File: src/logic/cpuPkg.sv
////////////////////
// Shared widths, ISA encodings and pipeline stage payloads
////////////////////
package cpuPkg;

  localparam int wordWidth = 16;  // Data and address width
  localparam int regCount  = 16;

  typedef logic [wordWidth-1:0]        wordT;
  typedef logic [$clog2(regCount)-1:0] regIdxT;

  // Top nibble of the instruction word
  typedef enum logic [3:0] {
    ADD = 4'd0,
    SUB = 4'd1,
    XOR = 4'd2,
    SLL = 4'd4,
    SRA = 4'd5,
    LW  = 4'd8,
    SW  = 4'd9,
    LLB = 4'd10,
    LHB = 4'd11,
    B   = 4'd12,
    BR  = 4'd13,
    PCS = 4'd14,
    HLT = 4'd15
  } opcodeT;

  typedef struct packed {
    logic z;  // Zero
    logic v;  // Signed overflow
    logic n;  // Negative
  } flagsT;

  // Branch condition field, instr[11:9]
  typedef enum logic [2:0] {
    condNe  = 3'd0,
    condEq  = 3'd1,
    condGt  = 3'd2,
    condLt  = 3'd3,
    condGe  = 3'd4,
    condLe  = 3'd5,
    condOv  = 3'd6,
    condAll = 3'd7
  } condT;

  typedef struct packed {
    logic regWrite;
    logic memToReg;   // Writeback takes load data
    logic memWrite;
    logic aluSrc;     // Operand B from immediate
    logic setsFlags;
    logic isBranch;
    logic isHalt;
  } ctrlT;

  ////////////////////
  // Stage payloads

  typedef struct packed {
    logic valid;
    wordT instr;
    wordT pcPlus2;
  } ifIdT;

  typedef struct packed {
    logic   valid;
    ctrlT   ctrl;
    opcodeT opcode;
    condT   cond;
    regIdxT rs;        // Zero when not read
    regIdxT rt;        // Zero when not read
    regIdxT dst;
    wordT   opA;
    wordT   opB;
    wordT   imm;
    wordT   brOffset;  // Sign extended and doubled
    wordT   pcPlus2;
  } idExT;

  typedef struct packed {
    logic   valid;
    logic   regWrite;
    logic   memToReg;
    logic   memWrite;
    regIdxT dst;
    wordT   aluResult;  // Also the data address
    wordT   storeData;
  } exMemT;

  typedef struct packed {
    logic   valid;
    logic   regWrite;
    regIdxT dst;
    wordT   result;
  } memWbT;

  // Register write seen outside the core
  typedef struct packed {
    logic   enable;
    regIdxT regNum;
    wordT   data;
  } wbTraceT;

  // Program word for instruction memory
  typedef struct packed {
    logic enable;
    wordT addr;
    wordT data;
  } memLoadT;

endpackage

File: src/logic/hazard.sv
////////////////////
// Forwarding selects, load-use stall, branch flush
////////////////////
module hazard
  import cpuPkg::*;
(
  input  regIdxT     idRs,
  input  regIdxT     idRt,
  input  ctrlT       exCtrl,       // Already cleared for bubbles
  input  regIdxT     exRs,
  input  regIdxT     exRt,
  input  regIdxT     exDst,
  input  logic       memRegWrite,
  input  regIdxT     memDst,
  input  logic       wbRegWrite,
  input  regIdxT     wbDst,
  input  logic       branchTaken,
  output logic [1:0] forwardA,     // 01 memory, 10 writeback, 00 register file
  output logic [1:0] forwardB,
  output logic       stall,
  output logic       flushDecode,
  output logic       flushExecute
);

  logic loadUse;

  // Younger producer wins, R0 never forwarded
  function automatic logic [1:0] pickSource(regIdxT src, logic memWe, regIdxT memRd,
                                            logic wbWe, regIdxT wbRd);
    if (src == '0) return 2'b00;
    if (memWe && (memRd == src)) return 2'b01;
    if (wbWe && (wbRd == src)) return 2'b10;
    return 2'b00;
  endfunction

  assign forwardA = pickSource(exRs, memRegWrite, memDst, wbRegWrite, wbDst);
  assign forwardB = pickSource(exRt, memRegWrite, memDst, wbRegWrite, wbDst);

  // Load result arrives too late for the next instruction
  assign loadUse = exCtrl.memToReg & exCtrl.regWrite & (exDst != '0) &
                   ((exDst == idRs) | (exDst == idRt));

  assign stall        = loadUse;
  assign flushDecode  = branchTaken;            // Squash fetched word
  assign flushExecute = branchTaken | loadUse;  // Squash decode, or bubble

endmodule

File: config.mk
export PLATFORM = sky130hd
export DESIGN_NAME = hazard
export DESIGN_NICKNAME = d
export VERILOG_FILES = /design/src/logic/cpuPkg.sv /design/src/logic/hazard.sv
export SDC_FILE = /design/constraint.sdc
export NUM_CORES = 1
export LEC_CHECK = 0
export ABC_AREA = 1
export BUFFER_PORTS_ARGS = -buffer_cell sky130_fd_sc_hd__buf_2
export CORE_AREA = 4 4 41 43
export DETAILED_ROUTE_END_ITERATION = 12
export DIE_AREA = 0 0 45 47
export GPL_ROUTABILITY_DRIVEN = 0
export GPL_TIMING_DRIVEN = 0
export PLACE_DENSITY_LB_ADDON = 0.2
export SETUP_SLACK_MARGIN = 0.1
export SLEW_MARGIN = 20
export SYNTH_ARGS = -nofsm -noshare
export SYNTH_HDL_FRONTEND = slang
export SYNTH_SLANG_ARGS = --single-unit
File: constraint.sdc
create_clock -name vclk -period 0.8
set_clock_uncertainty 0.1 [all_clocks]
set_input_delay 0.12 -clock vclk [all_inputs]
set_output_delay 0.12 -clock vclk [all_outputs]
set_load 0.01 [all_outputs]
# Word-level counts from Yosys, hierarchy flattened
# Cells that the tools add are included.
# totals
register_bits	0
input_bits	38
out_inout_bits	7
elab_cells	42
# op_classes
n_eq_ne	6
mux	24
bitwise	5
reduce_logical	7
# op_table
op	n
4-bit == test	6
2-bit two-way mux	12
1-bit two-way mux	12
4-bit zero test	2
1-bit logical AND	4
4-bit nonzero test	1
1-bit AND	3
1-bit OR	2

# Logic depth before layout (Yosys ltp)
# Gate-level depths: netlist of the first run.
# depth
depth_word	9
depth_mapped	8
mapped_depth_nobuf	8

# Least setup slack after synthesis of the first run
# No wires, ideal clock.
# synth_timing
kind	input port to output port
from	input port exRs[1]
to	output port forwardA[1]
arrival_ns	0.649
path_slack_ns	-0.069
cell_stages	4
path_buffers	0
path_cell_list	inv_1 o21ai_0 nor2_1 nor2_1
# synth_between
elab_chain_cells	8
word_cells_on_any_way	16
cone_classes	2 x eq/ne; 11 x mux; 3 x reduce/logical
# synth_lines
element	line_no	rtl
from (decl)	hazard.sv:10	input regIdxT exRs,
4-bit == test	hazard.sv:32	if (wbWe && (wbRd == src)) return 2'b10;
1-bit logical AND	hazard.sv:32	
1-bit two-way mux (2 in a row)	hazard.sv:32	
1-bit two-way mux	hazard.sv:31	if (memWe && (memRd == src)) return 2'b01;
2-bit two-way mux	hazard.sv:33	return 2'b00;
2-bit two-way mux	hazard.sv:32	
2-bit two-way mux *	hazard.sv:31	
to (decl)	hazard.sv:18	output logic [1:0] forwardA,
# Every way passes the cells marked *; elsewhere a longest branch is shown, timed or not. The select of a mux whose other input is x is not followed.

# Worst setup path in the final report of the first run
# layout_timing
from	input port memDst[1]
to	output port forwardB[0]
# layout_between
elab_chain_cells	7
word_cells_on_any_way	9
cone_classes	1 x eq/ne; 7 x mux; 1 x reduce/logical
# layout_lines
element	line_no	rtl
from (decl)	hazard.sv:14	input regIdxT memDst,
4-bit == test *	hazard.sv:31	
1-bit logical AND *	hazard.sv:31	
2-bit two-way mux	hazard.sv:31	
2-bit two-way mux	hazard.sv:32	
2-bit two-way mux	hazard.sv:33	
2-bit two-way mux *	hazard.sv:32	
2-bit two-way mux *	hazard.sv:31	
to (decl)	hazard.sv:19	output logic [1:0] forwardB,
# Marked as above.

==> results of run 1 <==
==> cell type report <==
cell class,instances,area (um^2)
buffer,1,7.51
multi-input combinational,92,464
inverter,28,168
timing repair buffer,40,417
fill,91,226
tap,15,18.8
==> stage by stage <==
stage / setup slack [ns] / cells / instance area [um^2]
final: -0.289 / 176 / 1070
after global routing: -0.345 / 176 / 1070
after CTS: -0.256 / 176 / 1000
after detailed placement: -0.360 / 176 / 805
after global placement: -0.333 / 176 / 805
after floorplan: -0.0414 / 121 / 586
==> power groups by stage <==
stage          Combinational (W)  Clock [W]  Sequential, W
2_1_floorplan           0.000204          0              0
3_3_place_gp            0.000368          0              0
3_5_place_dp            0.000379          0              0
4_1_cts                 0.000489          0              0
5_1_grt                 0.000590          0              0
6_report                0.000538          0              0
==> synth_stat cells <==
master	count	area, um^2
nand2_1	55	206
inv_2	4	15.0
buf_4	1	7.51
nor2_1	21	78.8
a31oi_1	1	6.26
nor3b_2	2	25.0
inv_1	24	90.1
xnor2_1	2	17.5
nand4_1	4	25.0
o21ai_1	1	5.00
o22ai_1	1	6.26
o21ai_0	5	25.0
==> worst paths after layout <==
check	start	slack (ns)	depth (start not counted)	endpoint
max	memDst[1]	-0.29	8	forwardB[0]
min	branchTaken	0.43	3	flushDecode
==> timing repair <==
| action | 4_1_cts | 5_1_grt |
|---|---|---|
| endpoints found under the hold margin | 0 | 0 |
| endpoints found under the setup margin | 6 | 6 |
| pin swaps | 29 | 22 |
| resized for setup | 55 | 20 |
==> layer usage <==
metal / GRT usage [%] / wire (um)
met3: 0.383 / 138
met2: 41.5 / 1150
met5: 0 / 0
met1: 20.4 / 714
met4: 0 / 0
==> critical path: stages <==
cell,delay [ns]
buf_8,0.08
inv_2,0.03
nand2_1,0.04
nand2_1,0.04
nor2_1,0.11
nand2_1,0.10
nor3b_2,0.18
buf_2,0.15
==> logic make-up after synthesis <==
logic type      after synthesis  synth area share [%]
simple gates                 82                  66.0
buf+inv                      29                  22.2
xor+xnor                      2                  3.45
compound gates                8                  8.37
==> cells in the final DEF, fill, tap and decap left out <==
cell and n:
inv_2 6, buf_4 1, nand2_4 2, buf_6 13
nor2_2 5, a31oi_1 1, buf_2 15, inv_1 11
nor2_1 16, nand2_1 38, o21ai_2 1, nand4_1 4
inv_12 1, o22ai_1 1, o21ai_1 3, inv_4 4
buf_12 3, xnor2_1 2, inv_6 2, inv_8 4
buf_8 9, nor3b_2 2, nand2_2 15, o21ai_0 2
==> impl_metrics.csv, run 1 <==
group,metric,value,unit
pwr,ir_drop,0.281,mV
logic_synthesis,syn_avg_cell_area,4.20,um^2
detailed_routing,drtAntennaViolNets,0,
detailed_routing,wire_per_inst,11.4,um
finish,diodes,0,
status,failed_checks,"negative setup slack",
detailed_routing,vias,839,
pwr,p_per_area,501,nW/um^2
placed_design,dp_hpwl,1.41,mm
timing,fin_ws,-0.289,ns
pwr,p_total,0.000538,W
logic_synthesis,synth_cell_types,12,
timing,period_share,136,%
floorplan,ioPinCount,45,
timing,maxSlewViolCount,0,
detailed_routing,vias_per_cell,4.77,
floorplan,die_h,47,um
logic_synthesis,synthCells,121,
timing,tightest_slew,0.279,ns
timing,fin_hold_ws,0.434,ns
timing,rsz0062_at_grt,"true",
pwr,comb_power_share,100.0,%
detailed_routing,totalWireLength,2.00,mm
pwr,clkPwrFrac,0,%
finish,clock_buffers,0,
detailed_routing,dr.pass1.iters,4,
logic_synthesis,ys_seq_area_share,0,%
floorplan,initial_core_util,39.0,%
setup_path,worst_setup_path_start_kind,"primary input",
global_routing,track_usage,18.8,%
floorplan,coreArea,1300,um^2
pwr,p_leak,0.621,nW
cts,post_cts_buffers,0,
detailed_routing,drc_errors,0,
pwr,swShare,46.7,%
timing,worst_slew_margin_rel,81.4,%
placed_design,io_buffers,40,
finish,regArea,0,um^2
flow_run,drv_cap,0,
logic_synthesis,syn_nets,159,
finish,flops_and_latches,0,
setup_path,path_max_fanout,3,
global_routing,grt_pass1_vias,811,
timing,finalHoldViolCount,0,
timing,layout_min_cycle_time,1.09,ns
global_routing,grt_max_degree,5,
finish,nets,201,
pwr,p_int,0.000287,W
min_path,holdCritPathClass,"in -> out",
setup_path,crit_arrival,0.87,ns
global_routing,grt.overflow.total,0,
cts,ctsHoldBuffers,0,
global_routing,grt_pass1_wl,3.11,mm
timing,setup_tns,-1.52,ns
timing,report.final.setup_viol,6,
global_routing,antenna_found_initial,0,
setup_path,setup.worst_path.end_class,"output port",
floorplan,die_w,45,um
timing,fmax,918,MHz
logic_synthesis,netlist_area,508,um^2
floorplan,fp.dieArea,2120,um^2
status,status,"finished with violations",
finish,final_util,82.6,%
floorplan,rows,13,
pwr,p_switching,0.000252,W
setup_path,worstPathRequired,0.58,ns
finish,drive_above_1_share,51.6,%
detailed_routing,drt-initial-drc-count,6,
setup_path,worstSetupPathType,"in -> out",
logic_synthesis,synth-warning-count,0,
finish,synthToLayoutAreaGrowth,112,%
pwr,power_frac_seq,0,%
No activity file was read; power rests on OpenSTA's default activity.
==> run 2: changes to the inputs <==
--- a/config.mk
+++ b/config.mk
@@ -5,7 +5,7 @@
 export SDC_FILE = /design/constraint.sdc
 export NUM_CORES = 1
 export LEC_CHECK = 0
-export ABC_AREA = 1
+export ABC_AREA = 0
 export BUFFER_PORTS_ARGS = -buffer_cell sky130_fd_sc_hd__buf_2
 export CORE_AREA = 4 4 41 43
 export DETAILED_ROUTE_END_ITERATION = 12
==> run 2 against run 1 <==
Compared with the run above:
- the flow still finishes with violations (negative setup slack)
- global-route usage fell by 7.0 points
- count of clock-buffer cells in the layout unchanged
- sequential share of layout area unchanged
- cell count shrank 40%
- combinational power is 25% lower
- critical path depth is 2 lower
- largest cell class unchanged
- highest routed layer is now met4
==> impl_metrics.csv, run 2 <==
group,metric,value,unit
status,status,"finished with violations",
status,failed_checks,"negative setup slack",
setup_path,crit_arrival,1.16,ns
timing,report.final.setup_viol,6,
timing,period_share,173,%
floorplan,ioPinCount,45,
finish,diodes,0,
finish,final_cell_mix,"buf_2 (24), xor2_1 (11), buf_6 (11), xnor2_2 (6)",
setup_path,worst_setup_path_start_kind,"primary input",
setup_path,path_max_fanout,2,
finish,fillers,119,
logic_synthesis,syn_nets,88,
logic_synthesis,synth-warning-count,0,
detailed_routing,vias_per_cell,5.01,
placed_design,dp_hpwl,994,um
finish,drive_above_1_share,63.3,%
setup_path,endpoint,"flushExecute",
pwr,comb_power_share,100.0,%
logic_synthesis,synth_top_area_share,29.9,%
finish,final_common_cell,"buf_2",
timing,layout_min_cycle_time,1.38,ns
setup_path,worstSetupPathType,"in -> out",
logic_synthesis,synth_cell_types,15,
detailed_routing,dr.pass1.iters,4,
finish,final_util,61.0,%
flow_run,drv_cap,0,
logic_synthesis,yosys-top-cells-area,"xor2_1 (30%), xnor2_1 (25%), nor3_1 (7.1%)",
finish,regArea,0,um^2
placed_design,placed_cells,104,
floorplan,coreArea,1300,um^2
placed_design,placed_cell_area,596,um^2
finish,fin_cells,105,
floorplan,fp.dieArea,2120,um^2
placed_design,io_buffers,39,
global_routing,grt_pass1_wl,1.95,mm
timing,maxSlewViolCount,0,
timing,rsz0062_at_grt,"true",
floorplan,die_h,47,um
pwr,p_per_area,512,nW/um^2
detailed_routing,vias,526,
timing,tightest_slew,0.532,ns
min_path,holdCritPathClass,"in -> out",
pwr,p_leak,0.383,nW
timing,fin_ws,-0.583,ns
logic_synthesis,syn_avg_cell_area,7.03,um^2
logic_synthesis,synthCells,50,
pwr,p_switching,0.000172,W
floorplan,rows,13,
logic_synthesis,yosysTopAreaCell,"xor2_1",
detailed_routing,wire_per_inst,13.2,um
timing,setup_tns,-2.23,ns
pwr,swShare,42.3,%
setup_path,startpoint,"exDst[1]",
global_routing,grt.overflow.total,0,
setup_path,setup.worst_path.end_class,"output port",
global_routing,antenna_found_initial,0,
global_routing,track_usage,11.8,%
floorplan,die_w,45,um
logic_synthesis,netlist_area,352,um^2
pwr,power_frac_seq,0,%
detailed_routing,drc_errors,0,
finish,clock_buffers,0,
global_routing,grt_pass1_vias,485,
timing,fmax,723,MHz
logic_synthesis,ys_seq_area_share,0,%
logic_synthesis,synth.most_common_cell,"xor2_1",
pwr,p_int,0.000234,W
global_routing,grt_max_degree,7,
timing,finalHoldViolCount,0,
finish,nets,130,
floorplan,initial_core_util,27.0,%
finish,synthToLayoutAreaGrowth,126,%
logic_synthesis,synthTopCellsByCount,"xor2_1 (12), xnor2_1 (10), nor3_1 (5)",
pwr,ir_drop,0.302,mV
timing,worst_slew_margin_rel,64.2,%
detailed_routing,drt-initial-drc-count,2,
pwr,p_total,0.000406,W
detailed_routing,drtAntennaViolNets,0,
pwr,clkPwrFrac,0,%
detailed_routing,totalWireLength,1.38,mm
finish,final_area,793,um^2
setup_path,worstPathRequired,0.58,ns
finish,flops_and_latches,0,
==> run 2: cell count changes after synthesis, moves of 4 or more <==
cell | before | now
nor2_1 | 21 | 2
xor2_1 | 0 | 12
nor4_1 | 0 | 4
nor3_1 | 0 | 5
inv_2 | 4 | 0
nand2_1 | 55 | 1
inv_1 | 24 | 2
xnor2_1 | 2 | 10
==> run 2: critical path, stage by stage <==
cell     delay, ns
buf_8         0.10
xor2_1        0.15
nor4_1        0.28
a41oi_1       0.12
o31ai_2       0.24
buf_2         0.16
==> run 2: per-layer routing <==
metal / part of all wire (%) / GRT usage [%] / vias up
met5: 0 / 0 / -
met4: 0.58 / 0 / 0
met3: 13 / 0.383 / 2
met2: 54 / 23.7 / 34
met1: 33 / 14.7 / 229
li1: - / - / 261
==> run 2: area by class of cell <==
class	count	area, um^2	share of cell area, %
Timing Repair Buffer	40	312	39.3
Multi-Input combinational cell	46	434	54.7
Tap cell	15	18.8	2.37
Inverter	2	7.51	0.946
Buffer	2	21.3	2.68
==> run 2: per-stage QoR <==
step | hold WS [ns] | worst slack [ns]
CTS | 0.436 | -0.600
global placement | 0.429 | -0.619
global route | 0.429 | -0.679
detailed placement | 0.435 | -0.614
floorplan | 0.232 | -0.352
finish | 0.413 | -0.583
==> run 2: logic make-up after synthesis <==
kind of cell	synth area share, %
XOR/XNOR	54.8
AND/OR/NAND/NOR	21.0
AO/OA/AOI/OAI	18.9
buffers and inverters	5.34
==> run 2: worst min path at each step <==
stage	to	cells after the start	slack, ns	from
after floorplan	flushDecode	1	0.23	branchTaken
after global placement	flushDecode	3	0.43	branchTaken
after detailed placement	flushDecode	3	0.44	branchTaken
after CTS	flushDecode	3	0.44	branchTaken
after global routing	flushDecode	3	0.43	branchTaken
final	flushDecode	3	0.41	branchTaken
==> run 2: timing repair <==
| action | 4_1_cts | 5_1_grt |
|---|---|---|
| pin swaps | 18 | 7 |
| resized for setup | 30 | 10 |
| endpoints found under the setup margin | 6 | 7 |
| hold buffers | 0 | 0 |
| setup buffers | 1 | 0 |
==> run 2: power groups by stage <==
| stage | logic [W] | clock network [W] | registers [W] |
|---|---|---|---|
| after detailed placement | 0.000291 | 0 | 0 |
| after global routing | 0.000443 | 0 | 0 |
| after global placement | 0.000287 | 0 | 0 |
| after CTS | 0.000371 | 0 | 0 |
| final | 0.000406 | 0 | 0 |
| after floorplan | 0.000149 | 0 | 0 |
==> run 3: changes to the inputs <==
--- a/config.mk
+++ b/config.mk
@@ -12,7 +12,7 @@
 export DIE_AREA = 0 0 45 47
 export GPL_ROUTABILITY_DRIVEN = 0
 export GPL_TIMING_DRIVEN = 0
-export PLACE_DENSITY_LB_ADDON = 0.2
+export PLACE_DENSITY = 0.69
 export SETUP_SLACK_MARGIN = 0.1
 export SLEW_MARGIN = 20
 export SYNTH_ARGS = -nofsm -noshare
==> run 3 against run 2 <==
Compared with the run above:
- the run still ends with negative setup slack left
- total power fell by 2.1%
- via count fell by 4.2%
- first-iteration DRC count decreased by 100%
- cell area down 1.1%
- combinational power is 2% lower
- wire length decreased by 13%
- largest cell class unchanged
- critical path depth unchanged
- global-route usage shrank 1.7 points
- largest power group unchanged
==> impl_metrics.csv, run 3 (synthesis gave the netlist of run 2 again) <==
group,metric,value,unit
status,failed_checks,"negative setup slack",
setup_path,slowest_delay,0.33,ns
detailed_routing,drt-initial-drc-count,0,
finish,drive_above_1_share,63.7,%
detailed_routing,drc_errors,0,
finish,final_common_cell,"buf_2",
pwr,p_per_area,507,nW/um^2
flow_run,drv_cap,0,
setup_path,worstSetupPathType,"in -> out",
placed_design,dp_hpwl,957,um
global_routing,grt_pass1_vias,465,
status,status,"finished with violations",
min_path,min_to,"flushExecute",
timing,layout_min_cycle_time,1.38,ns
finish,final_area,785,um^2
setup_path,worst_setup_path_start_kind,"primary input",
finish,flops_and_latches,0,
floorplan,die_h,47,um
timing,rsz0062_at_grt,"true",
setup_path,path_cells,"buf_6, xor2_1, nor4_2, a41oi_2, o31ai_2, buf_2",
timing,worst_slew_margin_rel,65.5,%
detailed_routing,vias,504,
setup_path,startpoint,"idRs[2]",
global_routing,grt_max_degree,7,
min_path,hp-start,"branchTaken",
setup_path,worstPathRequired,0.58,ns
global_routing,antenna_found_initial,0,
floorplan,ioPinCount,45,
pwr,p_total,0.000398,W
detailed_routing,dr.pass1.iters,1,
floorplan,rows,13,
floorplan,fp.dieArea,2120,um^2
global_routing,track_usage,10.1,%
timing,report.final.setup_viol,6,
global_routing,grt_pass1_wl,1.68,mm
setup_path,crit_arrival,1.16,ns
timing,finalHoldViolCount,0,
finish,final_util,60.3,%
floorplan,coreArea,1300,um^2
timing,tightest_slew,0.513,ns
setup_path,path_max_fanout,2,
setup_path,cp_slowest_cell,"nor4_2",
detailed_routing,vias_per_cell,4.75,
finish,synthToLayoutAreaGrowth,123,%
floorplan,initial_core_util,27.0,%
floorplan,die_w,45,um
finish,regArea,0,um^2
placed_design,placed_cell_area,596,um^2
placed_design,io_buffers,39,
finish,nets,131,
timing,maxSlewViolCount,0,
setup_path,critPathBufInv,2,
detailed_routing,wire_per_inst,11.4,um
setup_path,cp_top_family,"simple AND/OR/NAND/NOR gates",
finish,fillers,108,
finish,final_cell_mix,"buf_2 (26), xor2_1 (10), xnor2_1 (7), buf_6 (7), buf_4 (5)",
timing,fmax,726,MHz
placed_design,dp_slack,-0.628,ns
finish,diodes,0,
setup_path,setup.worst_path.end_class,"output port",
detailed_routing,drtAntennaViolNets,0,
global_routing,grt.overflow.total,0,
pwr,p_leak,0.372,nW
min_path,holdPathStages,4,
pwr,ir_drop,0.285,mV
detailed_routing,totalWireLength,1.21,mm
min_path,holdCritPathClass,"in -> out",
timing,period_share,172,%
finish,clock_buffers,0,
timing,fin_ws,-0.578,ns
run 3: metal layers:
metal  wire, um  GRT usage (%)
met1        433           10.9
met3        213           1.53
met2        561           21.5
met5          0              0
met4          0              0
run 3: power breakdown:
part	leakage, nW	internal [W]	switching (W)
registers	0	0	0
logic	0.372	0.000228	0.000170
clock network	0	0	0
total	0.372	0.000228	0.000170
run 3: cell type report:
| class | count | area, um^2 | area share [%] |
|---|---|---|---|
| multi-input cells | 46 | 433 | 55.2 |
| inverters | 2 | 7.51 | 0.957 |
| plain buffers | 2 | 21.3 | 2.71 |
| repair buffers | 41 | 304 | 38.8 |
| well taps | 15 | 18.8 | 2.39 |
run 3: how the worst max path moves through the flow:
stage | to | slack (ns) | cells past startpoint
final | flushExecute | -0.58 | 6
after global routing | flushExecute | -0.64 | 6
after CTS | flushExecute | -0.62 | 6
after detailed placement | flushExecute | -0.63 | 6
after global placement | flushExecute | -0.62 | 6
after floorplan | flushExecute | -0.35 | 4
run 3: repair_timing:
action	CTS	global route
gates cloned	0	0
setup endpoints to repair	6	6
pin swaps	19	12
buffers inserted	0	2
hold buffers	0	0
gates resized for setup	28	14
hold endpoints to repair	0	0
run 3: stage by stage:
stage | std cells | hold slack, ns | TNS (ns)
after detailed placement | 104 | 0.428 | -2.67
after floorplan | 50 | 0.232 | -0.982
final | 106 | 0.424 | -2.29
after global placement | 104 | 0.426 | -2.62
after global routing | 106 | 0.438 | -2.67
after CTS | 104 | 0.428 | -2.36
